===== src/hw/cpu_pkg.sv =====
package cpu_pkg;

    localparam int xlen       = 32;
    localparam int reg_addr_w = 5;

    typedef logic [xlen-1:0]       word_t;
    typedef logic [reg_addr_w-1:0] reg_addr_t;
    typedef logic [2:0]            func3_t;
    typedef logic [6:0]            funct7_t;
    typedef logic [6:0]            opcode_t;

    // Major opcodes handled by this slice.
    localparam opcode_t op_op    = 7'b0110011;
    localparam opcode_t op_imm   = 7'b0010011;
    localparam opcode_t op_lui   = 7'b0110111;
    localparam opcode_t op_auipc = 7'b0010111;

    localparam func3_t f3_add_sub = 3'b000;
    localparam func3_t f3_sll     = 3'b001;
    localparam func3_t f3_slt     = 3'b010;
    localparam func3_t f3_sltu    = 3'b011;
    localparam func3_t f3_xor     = 3'b100;
    localparam func3_t f3_srl_sra = 3'b101;
    localparam func3_t f3_or      = 3'b110;
    localparam func3_t f3_and     = 3'b111;

    localparam funct7_t f7_base = 7'b0000000;
    localparam funct7_t f7_alt  = 7'b0100000; // SUB and SRA.

    localparam reg_addr_t nop_reg_addr = '0;

    typedef enum logic [3:0] {
        alu_add    = 4'd0,
        alu_sub    = 4'd1,
        alu_sll    = 4'd2,
        alu_slt    = 4'd3,
        alu_sltu   = 4'd4,
        alu_xor    = 4'd5,
        alu_srl    = 4'd6,
        alu_sra    = 4'd7,
        alu_or     = 4'd8,
        alu_and    = 4'd9,
        alu_pass_b = 4'd10
    } alu_op_t;

    typedef enum logic {
        src1_reg = 1'b0,
        src1_pc  = 1'b1
    } src1_sel_t;

    typedef enum logic {
        src2_reg = 1'b0,
        src2_imm = 1'b1
    } src2_sel_t;

endpackage


===== src/hw/pipe_pkg.sv =====
package pipe_pkg;

    // Fetch side of the input port.
    typedef struct packed {
        cpu_pkg::word_t pc;
        cpu_pkg::word_t instr;
    } fetch_t;

    typedef struct packed {
        logic                   valid;
        cpu_pkg::word_t         pc;
        cpu_pkg::alu_op_t       alu_op;
        cpu_pkg::src1_sel_t     src1_sel;
        cpu_pkg::src2_sel_t     src2_sel;
        cpu_pkg::word_t         imm;
        cpu_pkg::reg_addr_t     rs1_addr;
        cpu_pkg::word_t         rs1_data;
        cpu_pkg::reg_addr_t     rs2_addr;
        cpu_pkg::word_t         rs2_data;
        cpu_pkg::reg_addr_t     rd;
        logic                   wreg;
        logic                   illegal;
    } id_ex_t;

    typedef struct packed {
        logic               valid;
        cpu_pkg::word_t     pc;
        cpu_pkg::reg_addr_t rd;
        logic               wreg;
        cpu_pkg::word_t     result;
        logic               illegal;
    } ex_wb_t;

    typedef struct packed {
        cpu_pkg::word_t     pc;
        cpu_pkg::reg_addr_t rd;
        logic               wen;
        cpu_pkg::word_t     wdata;
        logic               illegal;
    } retire_t;

endpackage


===== src/hw/reg_file.sv =====
`timescale 1ns/1ps

module reg_file (
    input  logic               clk,
    input  logic               rstn,
    input  cpu_pkg::reg_addr_t ra1,
    input  cpu_pkg::reg_addr_t ra2,
    output cpu_pkg::word_t     rd1,
    output cpu_pkg::word_t     rd2,
    input  logic               we,
    input  cpu_pkg::reg_addr_t wa,
    input  cpu_pkg::word_t     wd
);

    cpu_pkg::word_t regs [1:2**cpu_pkg::reg_addr_w-1]; // x0 has no storage.

    function automatic cpu_pkg::word_t read_port(cpu_pkg::reg_addr_t ra);
        cpu_pkg::word_t data;
        if (ra == cpu_pkg::nop_reg_addr)
            data = '0;
        else if (we && wa == ra)
            data = wd;              // Same-cycle write goes straight through.
        else
            data = regs[ra];
        return data;
    endfunction

    always_ff @(posedge clk or negedge rstn) begin
        if (!rstn) begin
            for (int i = 1; i < 2**cpu_pkg::reg_addr_w; i++) begin
                regs[i] <= '0;
            end
        end else if (we && wa != cpu_pkg::nop_reg_addr) begin
            regs[wa] <= wd;
        end
    end

    always_comb begin
        rd1 = read_port(ra1);
        rd2 = read_port(ra2);
    end

endmodule


===== src/hw/id_stage.sv =====
`timescale 1ns/1ps

module id_stage (
    input  logic               in_valid,
    input  logic               in_ready,
    input  pipe_pkg::fetch_t   in_data,
    output cpu_pkg::reg_addr_t ra1,
    output cpu_pkg::reg_addr_t ra2,
    input  cpu_pkg::word_t     rd1,
    input  cpu_pkg::word_t     rd2,
    output pipe_pkg::id_ex_t   dec
);

    cpu_pkg::opcode_t   opcode;
    cpu_pkg::func3_t    funct3;
    cpu_pkg::funct7_t   funct7;
    cpu_pkg::reg_addr_t rd_f;
    cpu_pkg::word_t     imm_i;
    cpu_pkg::word_t     imm_u;
    cpu_pkg::alu_op_t   op3;
    logic               f7_ok_op;
    logic               f7_ok_imm;
    logic               illegal;

    assign opcode = in_data.instr[6:0];
    assign rd_f   = in_data.instr[11:7];
    assign funct3 = in_data.instr[14:12];
    assign funct7 = in_data.instr[31:25];
    assign ra1    = in_data.instr[19:15];
    assign ra2    = in_data.instr[24:20];

    assign imm_i = {{20{in_data.instr[31]}}, in_data.instr[31:20]};
    assign imm_u = {in_data.instr[31:12], 12'b0};

    // ALU op from funct3; bit 30 selects SUB only for register ops.
    always_comb begin
        op3       = cpu_pkg::alu_add;
        f7_ok_op  = (funct7 == cpu_pkg::f7_base);
        f7_ok_imm = 1'b1;
        case (funct3)
            cpu_pkg::f3_add_sub: begin
                op3 = (opcode == cpu_pkg::op_op && funct7 == cpu_pkg::f7_alt) ?
                      cpu_pkg::alu_sub : cpu_pkg::alu_add;
                f7_ok_op = f7_ok_op || funct7 == cpu_pkg::f7_alt;
            end
            cpu_pkg::f3_sll: begin
                op3       = cpu_pkg::alu_sll;
                f7_ok_imm = (funct7 == cpu_pkg::f7_base);
            end
            cpu_pkg::f3_slt:  op3 = cpu_pkg::alu_slt;
            cpu_pkg::f3_sltu: op3 = cpu_pkg::alu_sltu;
            cpu_pkg::f3_xor:  op3 = cpu_pkg::alu_xor;
            cpu_pkg::f3_srl_sra: begin
                op3 = (funct7 == cpu_pkg::f7_alt) ? cpu_pkg::alu_sra : cpu_pkg::alu_srl;
                f7_ok_op  = f7_ok_op || funct7 == cpu_pkg::f7_alt;
                f7_ok_imm = f7_ok_op;
            end
            cpu_pkg::f3_or:   op3 = cpu_pkg::alu_or;
            default:          op3 = cpu_pkg::alu_and;
        endcase
    end

    always_comb begin
        dec          = '0;
        illegal      = 1'b0;
        dec.alu_op   = op3;
        dec.src1_sel = cpu_pkg::src1_reg;
        dec.src2_sel = cpu_pkg::src2_reg;
        dec.imm      = imm_i;
        case (opcode)
            cpu_pkg::op_op:  illegal = !f7_ok_op;
            cpu_pkg::op_imm: begin
                dec.src2_sel = cpu_pkg::src2_imm;
                illegal      = !f7_ok_imm;
            end
            cpu_pkg::op_lui: begin
                dec.alu_op   = cpu_pkg::alu_pass_b;
                dec.src2_sel = cpu_pkg::src2_imm;
                dec.imm      = imm_u;
            end
            cpu_pkg::op_auipc: begin
                dec.alu_op   = cpu_pkg::alu_add;
                dec.src1_sel = cpu_pkg::src1_pc;
                dec.src2_sel = cpu_pkg::src2_imm;
                dec.imm      = imm_u;
            end
            default: illegal = 1'b1;
        endcase
        dec.valid    = in_valid && in_ready;
        dec.pc       = in_data.pc;
        dec.rs1_addr = ra1;
        dec.rs1_data = rd1;
        dec.rs2_addr = ra2;
        dec.rs2_data = rd2;
        dec.rd       = rd_f;
        dec.wreg     = !illegal && rd_f != cpu_pkg::nop_reg_addr;
        dec.illegal  = illegal;
    end

endmodule


===== src/hw/id_ex.sv =====
`timescale 1ns/1ps

module id_ex (
    input  logic             clk,
    input  logic             rstn,
    input  logic             hold,
    input  logic             flush,
    input  pipe_pkg::id_ex_t id,
    output pipe_pkg::id_ex_t ex
);

    pipe_pkg::id_ex_t bubble;

    // Empty slot: no valid, no write, rd is x0.
    always_comb begin
        bubble          = ex;
        bubble.valid    = 1'b0;
        bubble.wreg     = 1'b0;
        bubble.illegal  = 1'b0;
        bubble.rd       = cpu_pkg::nop_reg_addr;
        bubble.alu_op   = cpu_pkg::alu_add;
        bubble.src1_sel = cpu_pkg::src1_reg;
        bubble.src2_sel = cpu_pkg::src2_reg;
    end

    always_ff @(posedge clk or negedge rstn) begin
        if (!rstn) begin
            ex <= '0;
        end else if (flush) begin
            ex <= bubble;         // Flush wins over hold.
        end else if (!hold) begin
            ex <= id;
        end
    end

    // A flushed slot never reaches execute.
    assert property (@(posedge clk) disable iff (!rstn)
        flush && !hold |=> !ex.valid);

endmodule


===== src/hw/ex_stage.sv =====
`timescale 1ns/1ps

module ex_stage (
    input  pipe_pkg::id_ex_t ex,
    input  pipe_pkg::ex_wb_t wb_fwd,
    output pipe_pkg::ex_wb_t res
);

    cpu_pkg::word_t rs1_val;
    cpu_pkg::word_t rs2_val;
    cpu_pkg::word_t op_a;
    cpu_pkg::word_t op_b;
    cpu_pkg::word_t result;
    logic [4:0]     shamt;
    logic           fwd_ok;

    // The result register holds the only instruction ahead of this one.
    assign fwd_ok = wb_fwd.valid && wb_fwd.wreg;

    always_comb begin
        rs1_val = ex.rs1_data;
        rs2_val = ex.rs2_data;
        if (fwd_ok && wb_fwd.rd == ex.rs1_addr)
            rs1_val = wb_fwd.result;
        if (fwd_ok && wb_fwd.rd == ex.rs2_addr)
            rs2_val = wb_fwd.result;
    end

    assign op_a  = (ex.src1_sel == cpu_pkg::src1_pc)  ? ex.pc  : rs1_val;
    assign op_b  = (ex.src2_sel == cpu_pkg::src2_imm) ? ex.imm : rs2_val;
    assign shamt = op_b[4:0];

    always_comb begin
        result = '0;
        case (ex.alu_op)
            cpu_pkg::alu_add:  result = op_a + op_b;
            cpu_pkg::alu_sub:  result = op_a - op_b;
            cpu_pkg::alu_sll:  result = op_a << shamt;
            cpu_pkg::alu_slt:  result = cpu_pkg::word_t'($signed(op_a) < $signed(op_b));
            cpu_pkg::alu_sltu: result = cpu_pkg::word_t'(op_a < op_b);
            cpu_pkg::alu_xor:  result = op_a ^ op_b;
            cpu_pkg::alu_srl:  result = op_a >> shamt;
            cpu_pkg::alu_sra:  result = cpu_pkg::word_t'($signed(op_a) >>> shamt);
            cpu_pkg::alu_or:   result = op_a | op_b;
            cpu_pkg::alu_and:  result = op_a & op_b;
            cpu_pkg::alu_pass_b: result = op_b; // LUI.
            default:           result = '0;
        endcase
    end

    always_comb begin
        res.valid   = ex.valid;
        res.pc      = ex.pc;
        res.rd      = ex.rd;
        res.wreg    = ex.wreg;
        res.result  = result;
        res.illegal = ex.illegal;
    end

endmodule


===== src/hw/wb_stage.sv =====
`timescale 1ns/1ps

module wb_stage (
    input  logic               clk,
    input  logic               rstn,
    input  logic               hold,
    input  pipe_pkg::ex_wb_t   res,
    output pipe_pkg::ex_wb_t   wb,
    output logic               out_valid,
    input  logic               out_ready,
    output pipe_pkg::retire_t  out_data,
    output logic               we,
    output cpu_pkg::reg_addr_t wa,
    output cpu_pkg::word_t     wd
);

    always_ff @(posedge clk or negedge rstn) begin
        if (!rstn) begin
            wb <= '0;
        end else if (!hold) begin
            wb <= res;
        end
    end

    assign out_valid = wb.valid;

    always_comb begin
        out_data.pc      = wb.pc;
        out_data.rd      = wb.rd;
        out_data.wen     = wb.wreg;
        out_data.wdata   = wb.result;
        out_data.illegal = wb.illegal;
    end

    // Register file is written only on the retire handshake.
    assign we = wb.valid && wb.wreg && out_ready;
    assign wa = wb.rd;
    assign wd = wb.result;

    assert property (@(posedge clk) disable iff (!rstn)
        out_valid && !out_ready |=> out_valid && $stable(out_data));

    // Writes to x0 are never reported.
    assert property (@(posedge clk) disable iff (!rstn)
        out_valid |-> !(out_data.wen && out_data.rd == cpu_pkg::nop_reg_addr));

endmodule


===== src/hw/alu_core.sv =====
`timescale 1ns/1ps

module alu_core (
    input  logic              clk,
    input  logic              rstn,
    input  logic              flush,
    input  logic              in_valid,
    output logic              in_ready,
    input  pipe_pkg::fetch_t  in_data,
    output logic              out_valid,
    input  logic              out_ready,
    output pipe_pkg::retire_t out_data
);

    logic               hold;
    cpu_pkg::reg_addr_t ra1;
    cpu_pkg::reg_addr_t ra2;
    cpu_pkg::word_t     rd1;
    cpu_pkg::word_t     rd2;
    logic               we;
    cpu_pkg::reg_addr_t wa;
    cpu_pkg::word_t     wd;
    pipe_pkg::id_ex_t   dec;
    pipe_pkg::id_ex_t   ex;
    pipe_pkg::ex_wb_t   res;
    pipe_pkg::ex_wb_t   wb;

    // Retire back-pressure is the only stall source.
    assign hold     = out_valid && !out_ready;
    assign in_ready = !hold && !flush;

    reg_file rf_i (
        .clk(clk), .rstn(rstn),
        .ra1(ra1), .ra2(ra2), .rd1(rd1), .rd2(rd2),
        .we(we), .wa(wa), .wd(wd)
    );

    id_stage id_i (
        .in_valid(in_valid), .in_ready(in_ready), .in_data(in_data),
        .ra1(ra1), .ra2(ra2), .rd1(rd1), .rd2(rd2),
        .dec(dec)
    );

    id_ex id_ex_i (
        .clk(clk), .rstn(rstn), .hold(hold), .flush(flush),
        .id(dec), .ex(ex)
    );

    ex_stage ex_i (
        .ex(ex), .wb_fwd(wb), .res(res)
    );

    wb_stage wb_i (
        .clk(clk), .rstn(rstn), .hold(hold), .res(res), .wb(wb),
        .out_valid(out_valid), .out_ready(out_ready), .out_data(out_data),
        .we(we), .wa(wa), .wd(wd)
    );

endmodule


===== config.mk =====
export PLATFORM = sky130hd
export DESIGN_NAME = alu_core
export DESIGN_NICKNAME = d
export VERILOG_FILES = /design/src/hw/cpu_pkg.sv /design/src/hw/pipe_pkg.sv /design/src/hw/reg_file.sv /design/src/hw/id_stage.sv /design/src/hw/id_ex.sv /design/src/hw/ex_stage.sv /design/src/hw/wb_stage.sv /design/src/hw/alu_core.sv
export SDC_FILE = /design/constraint.sdc
export NUM_CORES = 2
export LEC_CHECK = 0
export ABC_CLOCK_PERIOD_IN_PS = 8200
export BUFFER_PORTS_ARGS = -buffer_cell sky130_fd_sc_hd__buf_2
export CORE_UTILIZATION = 56
export DETAILED_ROUTE_END_ITERATION = 10
export PLACE_DENSITY = 0.72
export SLEW_MARGIN = 40
export SYNTH_ARGS = -nofsm -noshare
export SYNTH_HDL_FRONTEND = slang
export SYNTH_SLANG_ARGS = --single-unit

===== constraint.sdc =====
create_clock -name clk -period 8.2 [get_ports clk]
set_clock_uncertainty 0.05 [all_clocks]
set_input_delay 1.64 -clock clk [delete_from_list [all_inputs] [get_ports clk]]
set_output_delay 1.64 -clock clk [all_outputs]
set_load 0.01 [all_outputs]

Word-level counts from Yosys, hierarchy flattened. Index checks and enable logic that the tools add are counted. W data, S select, Z words.

Register bits: 1216. Bits of input ports: 69. Output and inout bits: 73. Word-level logic and storage cells: 156.

Reductions and logical operators: 31. Muxes and demuxes: 30. $add $sub $neg: 2. Equality and inequality tests: 26. Bitwise operators: 8. Shift operators: 3. $lt $le $gt $ge: 6.

Operators by type and width (number): $bwmux W992 (1); $mux W32 (13); $pmux W32 S11 (1); $bmux W32 S5 (2); $mux W152 (2); $demux W32 S5 (1); $lt A32 B32 Y1 (2); $add A32 B32 Y32 (1); $and A32 B32 Y32 (1); $or A32 B32 Y32 (1); $shl A32 B5 Y32 (1); $shr A32 B5 Y32 (1); $sshr A32 B5 Y32 (1); $sub A32 B32 Y32 (1); $xor A32 B32 Y32 (1); $mux W31 (1); $pmux W4 S7 (1); $eq A7 B6 Y1 const B (3); $eq A5 B5 Y1 (4); $ge A6 B6 Y1 const B (3); $not A5 Y6 (3); $eq A4 B3 Y1 const B (4); $eq A7 B5 Y1 const B (2); $logic_and A1 B1 Y1 (13); 23 further kinds (42).

Longest topological paths before layout.
Depth in word-level cells: 9. Depth in mapped cells: 22.

Hierarchy. From an unflattened synthesis, not the netlist that was laid out.

Cell total of the unflattened synthesis: 6116. Area, all modules: 76345.7 um^2.

By module, submodules not included: reg_file (cells an instance 3731, seq. area each 24823.8 um^2, instances 1, area each 54139.4 um^2); ex_stage (cells an instance 1584, seq. area each 0.0 um^2, instances 1, area each 10684.0 um^2); id_ex (cells an instance 337, seq. area each 3803.6 um^2, instances 1, area each 6229.7 um^2); wb_stage (cells an instance 262, seq. area each 1801.7 um^2, instances 1, area each 3851.2 um^2); id_stage (cells an instance 200, seq. area each 0.0 um^2, instances 1, area each 1421.4 um^2); alu_core (cells an instance 2, seq. area each 0.0 um^2, instances 1, area each 20.0 um^2).

Worst setup path after synthesis. Ideal clock, no wire load.

Path type: register -> register. From: register, netlist name wb_i.wa[4]. To: register, netlist name wb_i.wd[20]. Cell stages (with the launch flop): 20. Required time: 8.021 ns. Arrival time: 4.837 ns. Clock period less this slack: 5.016 ns. Path slack: 3.184 ns. Cells stage by stage: dfrtp_1 -> buf_6 -> xor2_1 -> nor4_4 -> mux2_2 -> nor2_1 -> clkbuf_1 -> clkbuf_1 -> ha_1 -> clkbuf_1 -> nor2_1 -> nand2_1 -> o211ai_1 -> a31oi_1 -> o41ai_1 -> a31oi_1 -> nor4_1 -> mux2_2 -> a22oi_1 -> a31oi_1.

Longest elaborated chain between the ends: 6. Elaborated cells on any way between the ends: 17. Classes of those cells: add/sub: 2; eq/ne: 2; shift: 3; mux: 5; bitwise: 3; reduce/logical: 2.

Ends and longest elaborated chain: $eq A5 B5 Y1 (on tied branches) (RTL line ex_stage.sv:23, ex_stage.sv:25); $logic_and A1 B1 Y1 (on tied branches) (RTL line ex_stage.sv:23, ex_stage.sv:25); $mux W32 (on tied branches) (RTL line ex_stage.sv:23, ex_stage.sv:25); $mux W32 (on tied branches) (RTL line ex_stage.sv:29, ex_stage.sv:30); $sub A32 B32 Y32, or another cell as far along (RTL line ex_stage.sv:37) `cpu_pkg::alu_sub: result = op_a - op_b;`; $pmux W32 S11 (*) (RTL line ex_stage.sv:35) `case (ex.alu_op)`.

Every way passes the cells marked *; elsewhere a longest branch is shown, timed or not. A chain may end at the register's enable or synchronous reset.

Worst setup path after layout.
From: register, netlist name wb_i.wa[4]. To: register, netlist name wb_i.wd[20].

Longest elaborated chain between the ends: 6. Elaborated cells on any way between the ends: 17. Classes of those cells: add/sub: 2; eq/ne: 2; shift: 3; mux: 5; bitwise: 3; reduce/logical: 2.

Ends and longest elaborated chain (RTL line): $eq A5 B5 Y1 (on tied branches) (ex_stage.sv:23, ex_stage.sv:25); $logic_and A1 B1 Y1 (on tied branches) (ex_stage.sv:23, ex_stage.sv:25); $mux W32 (on tied branches) (ex_stage.sv:23, ex_stage.sv:25); $mux W32 (on tied branches) (ex_stage.sv:29, ex_stage.sv:30); $sub A32 B32 Y32, or another cell as far along (ex_stage.sv:37); $pmux W32 S11 (*) (ex_stage.sv:35).

Marked as above.

==> run_results.csv <==
group,metric,value,unit
worst_setup_path,worstPathMaxFanout,17,
placed_design,portBuffers,141,
synth,synth_area,72800,µm²
timing,fin_setup_tns,0,ns
worst_setup_path,worst_r2r_startpoint,"wb_i.wa[4]",
pwr,p_leak,36.8,nW
floorplanning,start_util,56.8,%
worst_setup_path,cpPeakStageDelay,0.74,ns
floorplanning,core_area,128000,µm²
detailed_routing,detail_route.wl_per_cell,35.1,µm
timing,finalSetupViolCount,0,
clock_network,htree_levels,4,
clock_network,tritoncts,"yes",
clock_network,insertion_delay,0.80,ns
placed_design,dpl.hpwl,166000,µm
synth,synthFlopType,"dfrtp_1",
floorplanning,rows,131,
placed_design,placed_cell_area,75200,µm²
floorplanning,dieArea,131000,µm²
synth,synth.ff_latch_count,1216,
floorplanning,fp.dieH,362,µm
run_status,outcome,"finished, final reports clean",
pwr,powerDensity,187,nW/µm²
finish,layout-drive-gt1-share,38.0,%
synth,synth-async-reset-ratio,100,%
clock_network,cts_sinks,1216,
finish,final_cell_mix,"dfrtp_1, mux2_2, mux4_2",
worst_setup_path,crit_type,"flip-flop to flip-flop",
detailed_routing,drt_wl_total,267000,µm
clock_network,clock_path_buffers,3,
placed_design,place_congestion,1.08,
detailed_routing,ant_nets,0,
worst_setup_path,startpoint_type,"flip-flop",
detailed_routing,drtIter0Drc,7011,
worst_setup_path,cp_top_family,"compound AO/OA/AOI/OAI gates",
worst_setup_path,rr_worst_depth,16,
synth,synth_edf_count,0,
clock_network,cts-root-buf,"clkbuf_16",
timing,setup_ws,1.74,ns
floorplanning,fp.dieW,362,µm
clock_network,ctsResizeCount,0,
synth,synth_top_area_share,41.8,%
floorplanning,ios,142,
timing,slew_headroom,36.3,%
timing,max_freq,0.155,GHz
worst_hold_path,holdCritStartpoint,"wb_i.out_data[45]",
detailed_routing,vias,54700,
global_routing,grt_pass1_vias,54700,
timing,slew_viol_final,0,
worst_hold_path,hp-class,"flip-flop to flip-flop",
worst_hold_path,min_path_cells,2,
placed_design,place_ws,1.89,ns
worst_setup_path,cp_num_buf_inv,1,
finish,final_cell_area,80000,µm²
global_routing,antenna_found_initial,11,
worst_setup_path,cp.required,8.77,ns
timing,period_share,78.7,%
finish,layout_commonest_cell,"dfrtp_1",
clock_network,post_cts_buffers,0,
worst_setup_path,setup.worst_path.end_class,"flip-flop",
detailed_routing,drcViolationCount,0,
clock_network,clkSlewWorstSetupHoldPaths,0.06,ns
finish,nets,5948,
global_routing,grt.overflow.total,0,
global_routing,grt_pass1_wl,388000,µm
synth,yosysSeqAreaShare,41.8,%
synth,yosysUniqueCellTypes,89,
worst_setup_path,worstPathArrival,7.03,ns
synth,synth_top_cell_by_area,"dfrtp_1",
clock_network,cts_hold_buf,0,
worst_setup_path,cp_slowest_cell,"o41ai_1",
finish,syn_to_final_growth,10.0,%
detailed_routing,drt_first_pass_iters,8,
synth,ys_top_cells_by_area,"dfrtp_1, mux4_2, mux2_2",
synth,synth_fp_nets,6090,
job,maxCapViolations,0,
worst_setup_path,crit_path_frequent_cell,"a31oi_1",
timing,fin_worst_hold_slack,0.411,ns
clock_network,cts_made_buffers,134,
worst_setup_path,path_cells,"xor2_1 > nor4_4 > buf_4 > mux2_2 > nor2_1 > ha_1 > nor2_1 > nand2_1 > o211ai_1 > a31oi_1 > o41ai_1 > a31oi_1 > nor4_1 > mux2_2 > a22oi_1 > a31oi_1",
timing,tightest_slew,0.930,ns
timing,post-route-min-period,6.46,ns
timing,rsz0062_at_grt,"false",
worst_setup_path,r2r-end,"wb_i.wd[20]",
synth,yosysWarnings,0,
timing,hold_viol_final,0,
worst_hold_path,whs_endpoint,"wb_i.out_data[45]",
detailed_routing,avgViaCountPerCell,7.18,
global_routing,grt.total_usage,41.1,%
global_routing,grt_start_max_net_pins,159,
worst_setup_path,reg2reg_slack,1.74,ns
pwr,vdd_drop_max,0.165,mV
pwr,finalPower,15.0,mW
synth,syn_avg_cell_area,12.3,µm²
synth,syn_inst,5922,
## power by group
part | total, mW | internal (mW) | switching [mW]
logic | 2.27 | 0.633 | 1.63
clock network | 6.40 | 3.72 | 2.68
registers | 6.29 | 6.12 | 0.166
## flip-flops by register name, summed over array words and instances (netlist names)
register,count
id_ex_i.ex,152
rf_i.regs,992
wb_i.out_data,34
wb_i.out_valid,1
wb_i.wa,5
wb_i.wd,32
## logic make-up after synthesis
kind of cell / after synthesis / share of synthesized area (%)
mux: 1857 / 37.2
compound gates: 984 / 8.77
simple gates: 1029 / 6.25
buf+inv: 702 / 3.82
flops: 1216 / 41.8
xor+xnor: 35 / 0.421
fa+ha+maj: 99 / 1.72
## stage by stage
step	instances	util (%)
finish	7620	62.5
global route	7615	62.4
CTS	7611	62.4
detailed placement	7370	58.7
global placement	7364	58.5
floorplan	5922	-
## worst reg2reg max path: cells and delay by family (launching register included)
family,cells,cell delay [ns]
compound gates,6,2.07
mux,2,0.77
xor+xnor,1,0.19
flops,1,0.69
buf+inv,1,0.26
simple gates,5,1.76
fa+ha+maj,1,0.49
## final cells by class
cell class,count,area [µm²]
Fill cell,9807,48100
Timing Repair Buffer,323,2560
Inverter,101,379
Tap cell,1729,2160
Clock buffer,188,3840
Clock inverter,53,840
Antenna cell,6,15.0
Multi-Input combinational cell,4004,39800
Sequential cell,1216,30400
## synth_stat cells, types with 25 or more instances
master    instances
nand3_1          98
a22o_1           70
mux2i_1         274
mux2_2         1005
o211ai_1         31
a211oi_1         25
buf_2            25
o22ai_1          35
dfrtp_1        1216
nor3_1           42
clkbuf_1        402
ha_1             97
a21oi_1         296
mux4_2          577
o21ai_0         218
a22oi_1          75
buf_1           145
nand2_1         568
nor2_1          179
inv_1            94
or3b_2           28
## per-layer routing
metal / up-vias / track usage [%] / wire length [µm]
met4: 6 / 26.7 / 20100
met5: - / 0 / 28
met1: 28600 / 53.6 / 101000
li1: 22100 / - / -
met2: 3130 / 62.2 / 121000
met3: 820 / 9.17 / 25200
## how the worst max path moves through the flow
stage | from | endpoint | depth (start not counted)
detailed placement | wb_i.wa[4] | wb_i.wd[29] | 19
global route | wb_i.wa[4] | wb_i.wd[20] | 16
floorplan | wb_i.wa[4] | wb_i.wd[20] | 19
CTS | wb_i.wa[4] | wb_i.wd[29] | 19
finish | wb_i.wa[4] | wb_i.wd[20] | 16
global placement | wb_i.wa[4] | wb_i.wd[29] | 19
No activity file was read; power rests on OpenSTA's default activity.
